## src/common/rename_pkg.sv

```systemverilog
`default_nettype none

package rename_pkg;

    ////////////////////////////////////////
    // Core sizes
    ////////////////////////////////////////

    localparam int ARCH_REGS  = 8;
    localparam int PHYS_REGS  = 16;
    localparam int ROB_DEPTH  = 4;
    localparam int DATA_W     = 16;
    // Tags beyond the architectural set start out free
    localparam int FREE_DEPTH = PHYS_REGS - ARCH_REGS;
    // Execution latency in cycles
    localparam int MUL_CYCLES = 4;
    localparam int ALU_CYCLES = 1;

    ////////////////////////////////////////
    // Index and data types
    ////////////////////////////////////////

    typedef logic [$clog2(ARCH_REGS)-1:0]    arch_idx_t;
    typedef logic [$clog2(PHYS_REGS)-1:0]    phys_tag_t;
    typedef logic [$clog2(ROB_DEPTH)-1:0]    rob_idx_t;
    typedef logic [$clog2(ROB_DEPTH+1)-1:0]  rob_cnt_t;
    typedef logic [$clog2(FREE_DEPTH)-1:0]   free_idx_t;
    typedef logic [$clog2(FREE_DEPTH+1)-1:0] free_cnt_t;
    typedef logic [$clog2(MUL_CYCLES+1)-1:0] lat_cnt_t;
    typedef logic [DATA_W-1:0]               data_t;

    typedef enum logic [2:0] {
        OP_ADD = 3'd0,
        OP_SUB = 3'd1,
        OP_XOR = 3'd2,
        OP_MUL = 3'd3,
        // Load immediate, ignores both sources
        OP_LDI = 3'd4
    } op_e;

    // One reorder buffer slot
    typedef struct packed {
        op_e       op;
        arch_idx_t dest_arch;
        phys_tag_t dest_tag;
        phys_tag_t old_tag;
        phys_tag_t src1_tag;
        phys_tag_t src2_tag;
        data_t     imm;
        logic      done;
    } rob_entry_t;

endpackage

`default_nettype wire

```

## src/common/issue_if.sv

```systemverilog
`timescale 1ns/1ps
`default_nettype none

// Oldest unissued ROB entry offered to the issue controller
interface issue_if;
    import rename_pkg::*;

    logic      valid;
    op_e       op;
    phys_tag_t src1_tag;
    phys_tag_t src2_tag;
    phys_tag_t dest_tag;
    data_t     imm;
    // One-cycle strobe, entry written back
    logic      complete;

    modport rob (
        output valid, op, src1_tag, src2_tag, dest_tag, imm,
        input  complete
    );

    modport ctrl (
        input  valid, op, src1_tag, src2_tag, dest_tag, imm,
        output complete
    );

endinterface

`default_nettype wire

```

## src/rename/rename_table.sv

```systemverilog
`timescale 1ns/1ps
`default_nettype none

module rename_table (
    input  wire logic                 clock,
    input  wire logic                 rst_n,
    input  wire logic                 alloc,
    input  wire rename_pkg::arch_idx_t rd,
    input  wire rename_pkg::arch_idx_t rs1,
    input  wire rename_pkg::arch_idx_t rs2,
    input  wire rename_pkg::phys_tag_t new_tag,
    output rename_pkg::phys_tag_t      src1_tag,
    output rename_pkg::phys_tag_t      src2_tag,
    output rename_pkg::phys_tag_t      old_tag,
    output logic                       take_tag
);
    import rename_pkg::*;

    // Speculative map, arch reg to physical tag
    phys_tag_t map_q [ARCH_REGS];

    // Sources see the mapping from before this instruction
    assign src1_tag = map_q[rs1];
    assign src2_tag = map_q[rs2];
    // Previous owner of rd, freed when this one retires
    assign old_tag  = map_q[rd];

    // r0 keeps tag 0 and takes nothing from the free list
    assign take_tag = alloc && (rd != '0);

    always_ff @(posedge clock or negedge rst_n) begin
        if (!rst_n) begin
            // Identity mapping, rN on tag N
            for (int i = 0; i < ARCH_REGS; i++) begin
                map_q[i] <= phys_tag_t'(i);
            end
        end else if (take_tag) begin
            map_q[rd] <= new_tag;
        end
    end

endmodule

`default_nettype wire

```

## src/rename/free_list.sv

```systemverilog
`timescale 1ns/1ps
`default_nettype none

module free_list (
    input  wire logic                  clock,
    input  wire logic                  rst_n,
    input  wire logic                  pop,
    input  wire logic                  push,
    input  wire rename_pkg::phys_tag_t push_tag,
    output rename_pkg::phys_tag_t      head_tag
);
    import rename_pkg::*;

    phys_tag_t slots [FREE_DEPTH];
    free_idx_t rd_ptr;
    free_idx_t wr_ptr;
    free_cnt_t count;

    // Next tag handed to a renamed destination
    assign head_tag = slots[rd_ptr];

    always_ff @(posedge clock or negedge rst_n) begin
        if (!rst_n) begin
            // Full at reset with the spare tags in order
            for (int i = 0; i < FREE_DEPTH; i++) begin
                slots[i] <= phys_tag_t'(ARCH_REGS + i);
            end
            rd_ptr <= '0;
            wr_ptr <= '0;
            count  <= free_cnt_t'(FREE_DEPTH);
        end else begin
            // Retired old tag goes to the back
            if (push) begin
                slots[wr_ptr] <= push_tag;
                wr_ptr        <= wr_ptr + 1'b1;
            end
            if (pop) begin
                rd_ptr <= rd_ptr + 1'b1;
            end
            // Push and pop together leave count unchanged
            count <= count + free_cnt_t'(push) - free_cnt_t'(pop);
        end
    end

    // ROB depth bounds in-flight renames below the spare count
    assert property (@(posedge clock) disable iff (!rst_n) pop |-> count != '0)
        else $error("free_list: pop while empty");

    // Only tags taken earlier come back
    assert property (@(posedge clock) disable iff (!rst_n)
        push |-> count != free_cnt_t'(FREE_DEPTH))
        else $error("free_list: push while full");

endmodule

`default_nettype wire

```

## src/rob/reorder_buffer.sv

```systemverilog
`timescale 1ns/1ps
`default_nettype none

module reorder_buffer (
    input  wire logic                  clock,
    input  wire logic                  rst_n,
    input  wire logic                  alloc,
    input  wire rename_pkg::op_e       op,
    input  wire rename_pkg::arch_idx_t rd,
    input  wire rename_pkg::data_t     imm,
    input  wire rename_pkg::phys_tag_t new_tag,
    input  wire rename_pkg::phys_tag_t old_tag,
    input  wire rename_pkg::phys_tag_t src1_tag,
    input  wire rename_pkg::phys_tag_t src2_tag,
    issue_if.rob                       iss,
    output logic                       dispatch_ready,
    output logic                       retire,
    output rename_pkg::arch_idx_t      retire_rd,
    output rename_pkg::phys_tag_t      retire_tag,
    output logic                       free_push,
    output rename_pkg::phys_tag_t      free_tag
);
    import rename_pkg::*;

    rob_entry_t rob_q [ROB_DEPTH];

    // Oldest entry, oldest unissued entry, next free slot
    rob_idx_t head;
    rob_idx_t iss_ptr;
    rob_idx_t tail;
    // Occupied entries and entries still waiting to issue
    rob_cnt_t count;
    rob_cnt_t n_pend;

    rob_entry_t head_entry;
    rob_entry_t iss_entry;

    assign head_entry = rob_q[head];
    assign iss_entry  = rob_q[iss_ptr];

    ////////////////////////////////////////
    // Dispatch side
    ////////////////////////////////////////

    // Sole back-pressure point
    assign dispatch_ready = (count != rob_cnt_t'(ROB_DEPTH));

    ////////////////////////////////////////
    // Issue side
    ////////////////////////////////////////

    assign iss.valid    = (n_pend != '0);
    assign iss.op       = iss_entry.op;
    assign iss.src1_tag = iss_entry.src1_tag;
    assign iss.src2_tag = iss_entry.src2_tag;
    assign iss.dest_tag = iss_entry.dest_tag;
    assign iss.imm      = iss_entry.imm;

    ////////////////////////////////////////
    // Retire side
    ////////////////////////////////////////

    // Head retires one cycle after its done bit lands
    assign retire     = (count != '0) && head_entry.done;
    assign retire_rd  = head_entry.dest_arch;
    assign retire_tag = head_entry.dest_tag;
    // Tag 0 belongs to r0 for good
    assign free_push  = retire && (head_entry.old_tag != '0);
    assign free_tag   = head_entry.old_tag;

    // Entry storage
    always_ff @(posedge clock) begin
        if (alloc) begin
            rob_q[tail].op        <= op;
            rob_q[tail].dest_arch <= rd;
            // Writes to r0 land on tag 0 and are dropped at the PRF
            rob_q[tail].dest_tag  <= (rd != '0) ? new_tag : '0;
            rob_q[tail].old_tag   <= old_tag;
            rob_q[tail].src1_tag  <= src1_tag;
            rob_q[tail].src2_tag  <= src2_tag;
            rob_q[tail].imm       <= imm;
            rob_q[tail].done      <= 1'b0;
        end
        if (iss.complete) begin
            rob_q[iss_ptr].done <= 1'b1;
        end
    end

    // Pointers and counts
    always_ff @(posedge clock or negedge rst_n) begin
        if (!rst_n) begin
            head    <= '0;
            iss_ptr <= '0;
            tail    <= '0;
            count   <= '0;
            n_pend  <= '0;
        end else begin
            if (alloc) begin
                tail <= tail + 1'b1;
            end
            if (iss.complete) begin
                iss_ptr <= iss_ptr + 1'b1;
            end
            if (retire) begin
                head <= head + 1'b1;
            end
            count  <= count + rob_cnt_t'(alloc) - rob_cnt_t'(retire);
            n_pend <= n_pend + rob_cnt_t'(alloc) - rob_cnt_t'(iss.complete);
        end
    end

    // A strobe while dispatch_ready was low would overwrite the head
    assert property (@(posedge clock) disable iff (!rst_n)
        alloc |-> count != rob_cnt_t'(ROB_DEPTH))
        else $error("reorder_buffer: dispatch while full");

endmodule

`default_nettype wire

```

## src/exec_timer.sv

```systemverilog
`timescale 1ns/1ps
`default_nettype none

module exec_timer (
    input  wire logic            clock,
    input  wire logic            rst_n,
    input  wire logic            start,
    input  wire rename_pkg::op_e op,
    output logic                 expired
);
    import rename_pkg::*;

    // Cycles left in the current operation
    lat_cnt_t cnt;

    always_ff @(posedge clock or negedge rst_n) begin
        if (!rst_n) begin
            cnt <= '0;
        end else if (start) begin
            // Multiply is the only long op
            cnt <= (op == OP_MUL) ? lat_cnt_t'(MUL_CYCLES) : lat_cnt_t'(ALU_CYCLES);
        end else if (cnt != '0) begin
            cnt <= cnt - 1'b1;
        end
    end

    // Last count, the next edge brings it to zero
    assign expired = (cnt == lat_cnt_t'(1));

endmodule

`default_nettype wire

```

## src/issue_fsm.sv

```systemverilog
`timescale 1ns/1ps
`default_nettype none

module issue_fsm (
    input  wire logic               clock,
    input  wire logic               rst_n,
    input  wire rename_pkg::data_t  src1_data,
    input  wire rename_pkg::data_t  src2_data,
    input  wire logic               expired,
    issue_if.ctrl                   iss,
    output rename_pkg::phys_tag_t   src1_rd_tag,
    output rename_pkg::phys_tag_t   src2_rd_tag,
    output logic                    timer_start,
    output logic                    wr_en,
    output rename_pkg::phys_tag_t   wr_tag,
    output rename_pkg::data_t       wr_data
);
    import rename_pkg::*;

    typedef enum logic [1:0] {
        IDLE,
        READ,
        WAIT,
        WRITE
    } state_e;

    state_e                  state;
    data_t                   result_q;
    logic [2*DATA_W-1:0]     product;

    // PRF read tags follow the entry on offer
    assign src1_rd_tag = iss.src1_tag;
    assign src2_rd_tag = iss.src2_tag;

    // Full width, low half kept
    assign product = src1_data * src2_data;

    ////////////////////////////////////////
    // State register
    ////////////////////////////////////////

    always_ff @(posedge clock or negedge rst_n) begin
        if (!rst_n) begin
            state <= IDLE;
        end else begin
            case (state)
                IDLE:  if (iss.valid) state <= READ;
                READ:  state <= WAIT;
                WAIT:  if (expired) state <= WRITE;
                // Back to IDLE while the ROB steps its issue pointer
                WRITE: state <= IDLE;
                default: state <= IDLE;
            endcase
        end
    end

    // Operands are read and the result formed in READ
    always_ff @(posedge clock) begin
        if (state == READ) begin
            case (iss.op)
                OP_ADD:  result_q <= src1_data + src2_data;
                OP_SUB:  result_q <= src1_data - src2_data;
                OP_XOR:  result_q <= src1_data ^ src2_data;
                OP_MUL:  result_q <= product[DATA_W-1:0];
                OP_LDI:  result_q <= iss.imm;
                default: result_q <= '0;
            endcase
        end
    end

    ////////////////////////////////////////
    // Outputs
    ////////////////////////////////////////

    // Latency starts counting as the operands are taken
    assign timer_start  = (state == READ);
    assign iss.complete = (state == WRITE);

    // r0 destinations complete without a register write
    assign wr_en   = (state == WRITE) && (iss.dest_tag != '0);
    assign wr_tag  = iss.dest_tag;
    assign wr_data = result_q;

    // Entry must stay on offer from IDLE through WRITE
    assert property (@(posedge clock) disable iff (!rst_n) iss.complete |-> iss.valid)
        else $error("issue_fsm: complete without a valid entry");

endmodule

`default_nettype wire

```

## src/phys_regfile.sv

```systemverilog
`timescale 1ns/1ps
`default_nettype none

module phys_regfile (
    input  wire logic                  clock,
    input  wire logic                  rst_n,
    input  wire rename_pkg::phys_tag_t rd1_tag,
    input  wire rename_pkg::phys_tag_t rd2_tag,
    input  wire rename_pkg::phys_tag_t rd3_tag,
    input  wire logic                  wr_en,
    input  wire rename_pkg::phys_tag_t wr_tag,
    input  wire rename_pkg::data_t     wr_data,
    output rename_pkg::data_t          rd1_data,
    output rename_pkg::data_t          rd2_data,
    output rename_pkg::data_t          rd3_data
);
    import rename_pkg::*;

    data_t regs [PHYS_REGS];

    // Tag 0 is hard zero
    assign rd1_data = (rd1_tag == '0) ? '0 : regs[rd1_tag];
    assign rd2_data = (rd2_tag == '0) ? '0 : regs[rd2_tag];
    // Retire port
    assign rd3_data = (rd3_tag == '0) ? '0 : regs[rd3_tag];

    always_ff @(posedge clock or negedge rst_n) begin
        if (!rst_n) begin
            for (int i = 0; i < PHYS_REGS; i++) begin
                regs[i] <= '0;
            end
        end else if (wr_en) begin
            regs[wr_tag] <= wr_data;
        end
    end

    // Issue side filters r0 destinations
    assert property (@(posedge clock) disable iff (!rst_n) wr_en |-> wr_tag != '0)
        else $error("phys_regfile: write to tag 0");

endmodule

`default_nettype wire

```

## src/rename_core.sv

```systemverilog
`timescale 1ns/1ps
`default_nettype none

module rename_core (
    input  wire logic                  clock,
    input  wire logic                  rst_n,
    input  wire logic                  instr_valid,
    input  wire rename_pkg::op_e       op,
    input  wire rename_pkg::arch_idx_t rd,
    input  wire rename_pkg::arch_idx_t rs1,
    input  wire rename_pkg::arch_idx_t rs2,
    input  wire rename_pkg::data_t     imm,
    output logic                       dispatch_ready,
    output logic                       commit_valid,
    output rename_pkg::arch_idx_t      commit_rd,
    output rename_pkg::data_t          commit_data
);
    import rename_pkg::*;

    ////////////////////////////////////////
    // Wires
    ////////////////////////////////////////

    // Rename
    logic      alloc;
    logic      take_tag;
    phys_tag_t new_tag;
    phys_tag_t src1_tag;
    phys_tag_t src2_tag;
    phys_tag_t old_tag;

    // Retire
    phys_tag_t retire_tag;
    logic      free_push;
    phys_tag_t free_tag;

    // Execute
    phys_tag_t src1_rd_tag;
    phys_tag_t src2_rd_tag;
    data_t     src1_data;
    data_t     src2_data;
    logic      timer_start;
    logic      expired;
    logic      wr_en;
    phys_tag_t wr_tag;
    data_t     wr_data;

    issue_if issue_bus ();

    // Strobe only counts while the ROB has room
    assign alloc = instr_valid && dispatch_ready;

    ////////////////////////////////////////
    // Rename and allocate
    ////////////////////////////////////////

    rename_table u_rename_table (
        .clock    (clock),
        .rst_n    (rst_n),
        .alloc    (alloc),
        .rd       (rd),
        .rs1      (rs1),
        .rs2      (rs2),
        .new_tag  (new_tag),
        .src1_tag (src1_tag),
        .src2_tag (src2_tag),
        .old_tag  (old_tag),
        .take_tag (take_tag)
    );

    free_list u_free_list (
        .clock    (clock),
        .rst_n    (rst_n),
        .pop      (take_tag),
        .push     (free_push),
        .push_tag (free_tag),
        .head_tag (new_tag)
    );

    reorder_buffer u_rob (
        .clock          (clock),
        .rst_n          (rst_n),
        .alloc          (alloc),
        .op             (op),
        .rd             (rd),
        .imm            (imm),
        .new_tag        (new_tag),
        .old_tag        (old_tag),
        .src1_tag       (src1_tag),
        .src2_tag       (src2_tag),
        .iss            (issue_bus.rob),
        .dispatch_ready (dispatch_ready),
        .retire         (commit_valid),
        .retire_rd      (commit_rd),
        .retire_tag     (retire_tag),
        .free_push      (free_push),
        .free_tag       (free_tag)
    );

    ////////////////////////////////////////
    // Issue and execute
    ////////////////////////////////////////

    issue_fsm u_issue_fsm (
        .clock       (clock),
        .rst_n       (rst_n),
        .src1_data   (src1_data),
        .src2_data   (src2_data),
        .expired     (expired),
        .iss         (issue_bus.ctrl),
        .src1_rd_tag (src1_rd_tag),
        .src2_rd_tag (src2_rd_tag),
        .timer_start (timer_start),
        .wr_en       (wr_en),
        .wr_tag      (wr_tag),
        .wr_data     (wr_data)
    );

    // Latency picked from the op on offer
    exec_timer u_exec_timer (
        .clock   (clock),
        .rst_n   (rst_n),
        .start   (timer_start),
        .op      (issue_bus.op),
        .expired (expired)
    );

    // Port 3 returns the retiring value
    phys_regfile u_prf (
        .clock    (clock),
        .rst_n    (rst_n),
        .rd1_tag  (src1_rd_tag),
        .rd2_tag  (src2_rd_tag),
        .rd3_tag  (retire_tag),
        .wr_en    (wr_en),
        .wr_tag   (wr_tag),
        .wr_data  (wr_data),
        .rd1_data (src1_data),
        .rd2_data (src2_data),
        .rd3_data (commit_data)
    );

endmodule

`default_nettype wire

```

## config.mk

```make
export PLATFORM = sky130hd
export DESIGN_NAME = rename_core
export DESIGN_NICKNAME = d
export VERILOG_FILES = /design/src/common/rename_pkg.sv /design/src/common/issue_if.sv /design/src/rename/rename_table.sv /design/src/rename/free_list.sv /design/src/rob/reorder_buffer.sv /design/src/exec_timer.sv /design/src/issue_fsm.sv /design/src/phys_regfile.sv /design/src/rename_core.sv
export SDC_FILE = /design/constraint.sdc
export NUM_CORES = 1
export LEC_CHECK = 0
export ABC_AREA = 0
export BUFFER_PORTS_ARGS = -buffer_cell sky130_fd_sc_hd__buf_2
export CAP_MARGIN = 20
export CORE_UTILIZATION = 60
export CTS_BUF_LIST = sky130_fd_sc_hd__clkbuf_4
export DETAILED_ROUTE_END_ITERATION = 12
export GPL_TIMING_DRIVEN = 1
export PLACE_DENSITY_LB_ADDON = 0.12
export SLEW_MARGIN = 30
export SYNTH_ARGS = -nofsm -noshare
export SYNTH_HDL_FRONTEND = slang
export SYNTH_SLANG_ARGS = --single-unit
export TNS_END_PERCENT = 50
```

## constraint.sdc

```tcl
create_clock -name clock -period 10.6 [get_ports clock]
set_input_delay 2.12 -clock clock [delete_from_list [all_inputs] [get_ports clock]]
set_output_delay 2.12 -clock clock [all_outputs]
set_load 0.01 [all_outputs]
```

==> impl_metrics.env <==
export IMPL_status="finished clean"
export IMPL_setup_worst_path_end_class="flip-flop"
export IMPL_crit_slowest_cell="mux4_4"
export IMPL_synth_seq_cells=501
export IMPL_clock_sinks=501
export IMPL_timing_fmax_ghz=0.107
export IMPL_post_drt_wl_per_cell_um=25.7
export IMPL_synthDistinctLibCells=76
export IMPL_path_common_cell="fa_1"
export IMPL_port_buffers=51
export IMPL_antenna_found_initial=2
export IMPL_vias=21913
export IMPL_drt_total_wl_um=86900
export IMPL_setup_worst_path_end="u_issue_fsm.wr_data[15]"
export IMPL_dieArea_sq_um=53400
export IMPL_netlist_instances=2495
export IMPL_areaGrowthSynthToFinish_pct=8.64
export IMPL_skew_ns=0.0428
export IMPL_rr_startpoint="u_rob.iss_ptr[0]"
export IMPL_drtIter0Drc=2167
export IMPL_holdBufCountCts=0
export IMPL_crit_reg2reg_capture="u_issue_fsm.wr_data[15]"
export IMPL_ys_seq_area_share_pct=42.5
export IMPL_rows=83
export IMPL_final_common_cell="mux2_2"
export IMPL_grt_pass1_wl_um=136000
export IMPL_max_slew_worst_pin_slew_ns=1.04
export IMPL_crit_start="u_rob.iss_ptr[0]"
export IMPL_syn_cell_area_sq_um=31500
export IMPL_post_cts_setup_buffer_count=0
export IMPL_cts_path_max_buffers=3
export IMPL_fp_dieH_um=231
export IMPL_crit_type="flip-flop to flip-flop"
export IMPL_coreArea_sq_um=51600
export IMPL_r2r_cells=24
export IMPL_htree_levels=4
export IMPL_hold_violations=0
export IMPL_cp_max_fo=39
export IMPL_die_x_um=231
export IMPL_vias_per_cell=6.49
export IMPL_layout_drive_gt1_share_pct=34.1
export IMPL_grt_start_max_net_pins=151
export IMPL_relSlewSlack_pct=30.6
export IMPL_syn_avg_cell_area_sq_um=12.6
export IMPL_final_setup_viol_count=0
export IMPL_worstPathArrival_ns=10.10
export IMPL_maxCapViolations=0
export IMPL_cts_tree="built"
export IMPL_route_detailed_drc=0
export IMPL_cts_resized=0
export IMPL_synth_edf_count=168
export IMPL_clock_latency_ns=1.00
export IMPL_synth_flop_cell="dfrtp_1"
export IMPL_critPathLaunchType="flip-flop"
export IMPL_rsz0062_at_grt="false"
export IMPL_final_nets=2787
export IMPL_ios=52
export IMPL_cpPeakStageDelay_ns=1.07
export IMPL_drt_first_pass_iters=8
export IMPL_grt_pass1_vias=23343
export IMPL_multi_input_area_sq_um=16900
export IMPL_cp_cell_sequence="mux4_4 > and2b_1 > a221oi_1 > or4_1 > clkinv_1 > and2_1 > fa_1 > fa_1 > ha_1 > inv_1 > fa_1 > fa_1 > fa_1 > inv_1 > ha_1 > o21ai_0 > a21boi_0 > o21ai_0 > a21boi_0 > o21a_1 > o41ai_1 > xnor2_1 > xnor2_1 > o221ai_1"
export IMPL_initial_core_util_pct=61.0
export IMPL_fin_crit_ns=9.38
export IMPL_required_ns=11.32
export IMPL_dpl_hpwl_um=56500
export IMPL_min_period_over_period_pct=88.5
export IMPL_drv_slew=0
export IMPL_seqCellArea_sq_um=13400
export IMPL_syn_nets=2704
export IMPL_ys_warn_count=0
export IMPL_gp_congestion=0.926
export IMPL_async_flop_share_pct=65.7
export IMPL_fin_setup_tns_ns=0
export IMPL_grt_use_total_pct=34.0
export IMPL_clkTransAtPathRegs_ns=0.07
export IMPL_numCtsBuffers=138
export IMPL_mostFrequentLayoutCells="mux2_2, dfrtp_1, nand2_1, clkbuf_4, edfxtp_1"
export IMPL_overflow=0
export IMPL_fill_cells=3892
export IMPL_cts_root_buf="clkbuf_4"
export IMPL_hold_path_class="flip-flop to flip-flop"
export IMPL_detail_route_antenna_nets=0
export IMPL_ff2ff_setup_slack_ns=1.22
[worst max-delay path, delay by kind of cell (launching register included)]
kind | cells | cell delay (ns)
adder cells (fa/ha/maj) | 7 | 3.00
AND/OR/NAND/NOR | 3 | 1.36
flip-flops | 1 | 0.68
buffers and inverters | 3 | 0.58
XOR/XNOR | 2 | 0.35
AO/OA/AOI/OAI | 8 | 2.02
multiplexers | 1 | 1.07
[through the flow]
stage          instances  worst slack, ns  util, %  hold slack (ns)  cell area, sq um
2_1_floorplan       2495             3.14        -            0.425             31500
3_3_place_gp        3116             1.46     62.7            0.363             32400
3_5_place_dp        3116             1.32     62.7            0.371             32400
4_1_cts             3367             1.30     66.2            0.387             34200
5_1_grt             3373            0.941     66.3            0.396             34200
6_report            3375             1.22     66.3            0.385             34200
[logic make-up (layout without fill, tap and decap cells)]
family / Yosys count / after routing / synth area share (%)
muxes: 654 / 654 / 28.3
DFF: 501 / 501 / 42.5
and+or+nand+nor: 501 / 501 / 7.43
buffers and inverters: 311 / 505 / 4.29
AOI/OAI and AO/OA: 265 / 265 / 5.95
adders and majority gates: 178 / 178 / 9.05
xor gates and xnor gates: 85 / 85 / 2.41
other: 0 / 6 / 0
[worst min path at each step]
stage	from	slack (ns)	end	cells after the start
after floorplan	u_prf.regs[254]	0.42	u_prf.regs[254]	1
after global placement	u_prf.regs[254]	0.36	u_prf.regs[254]	0
after detailed placement	u_prf.regs[251]	0.37	u_prf.regs[251]	0
after CTS	u_prf.regs[254]	0.39	u_prf.regs[254]	0
after global routing	u_prf.regs[251]	0.40	u_prf.regs[251]	0
final	u_prf.regs[251]	0.39	u_prf.regs[251]	0
[routing by layer]
metal	global-route usage (%)	routed length, um	up-vias
li1	-	-	9358
met1	44.2	34400	11130
met2	53.5	40500	1153
met3	8.21	7760	269
met4	17.0	4180	3
met5	0	45	-
[final cells by class]
cell class / instances / share of cell area [%]
clock inverters: 50 / 0.845
flip-flops and latches: 501 / 39.2
multi-input cells: 1683 / 49.3
diodes: 6 / 0.0439
well taps: 680 / 2.49
clock buffers: 201 / 4.41
repair buffers: 109 / 2.15
inverters: 145 / 1.59
[registers in the layout, indices dropped and copies added (netlist names)]
register,cells
u_rob.head,2
u_free_list.wr_ptr,3
u_rob.iss_ptr,2
u_rob.n_pend,3
u_exec_timer.cnt,3
u_free_list.slots,32
u_prf.regs,242
u_issue_fsm.wr_data,16
u_free_list.rd_ptr,3
u_rob.tail,2
u_rob.rob_q,156
u_issue_fsm.state,2
u_rename_table.map_q,32
u_rob.count,3
[synth_stat cells (all sizes together) (35+ instances only)]
| master | count | area share, % |
|---|---|---|
| xnor2 | 64 | 1.8 |
| and2 | 49 | 0.97 |
| nand2 | 213 | 2.5 |
| mux2i | 142 | 4.5 |
| o21ai | 35 | 0.56 |
| dfrtp | 297 | 24 |
| ha | 95 | 3.8 |
| a21oi | 45 | 0.71 |
| mux2 | 359 | 13 |
| inv | 142 | 1.7 |
| nor2 | 110 | 1.3 |
| buf | 63 | 1.3 |
| edfxtp | 168 | 16 |
| mux4 | 153 | 11 |
| fa | 83 | 5.3 |
| clkbuf | 103 | 1.2 |
Power is not shown: default switching activity piles up to over one toggle a cycle in this logic, so the estimate is an artifact.
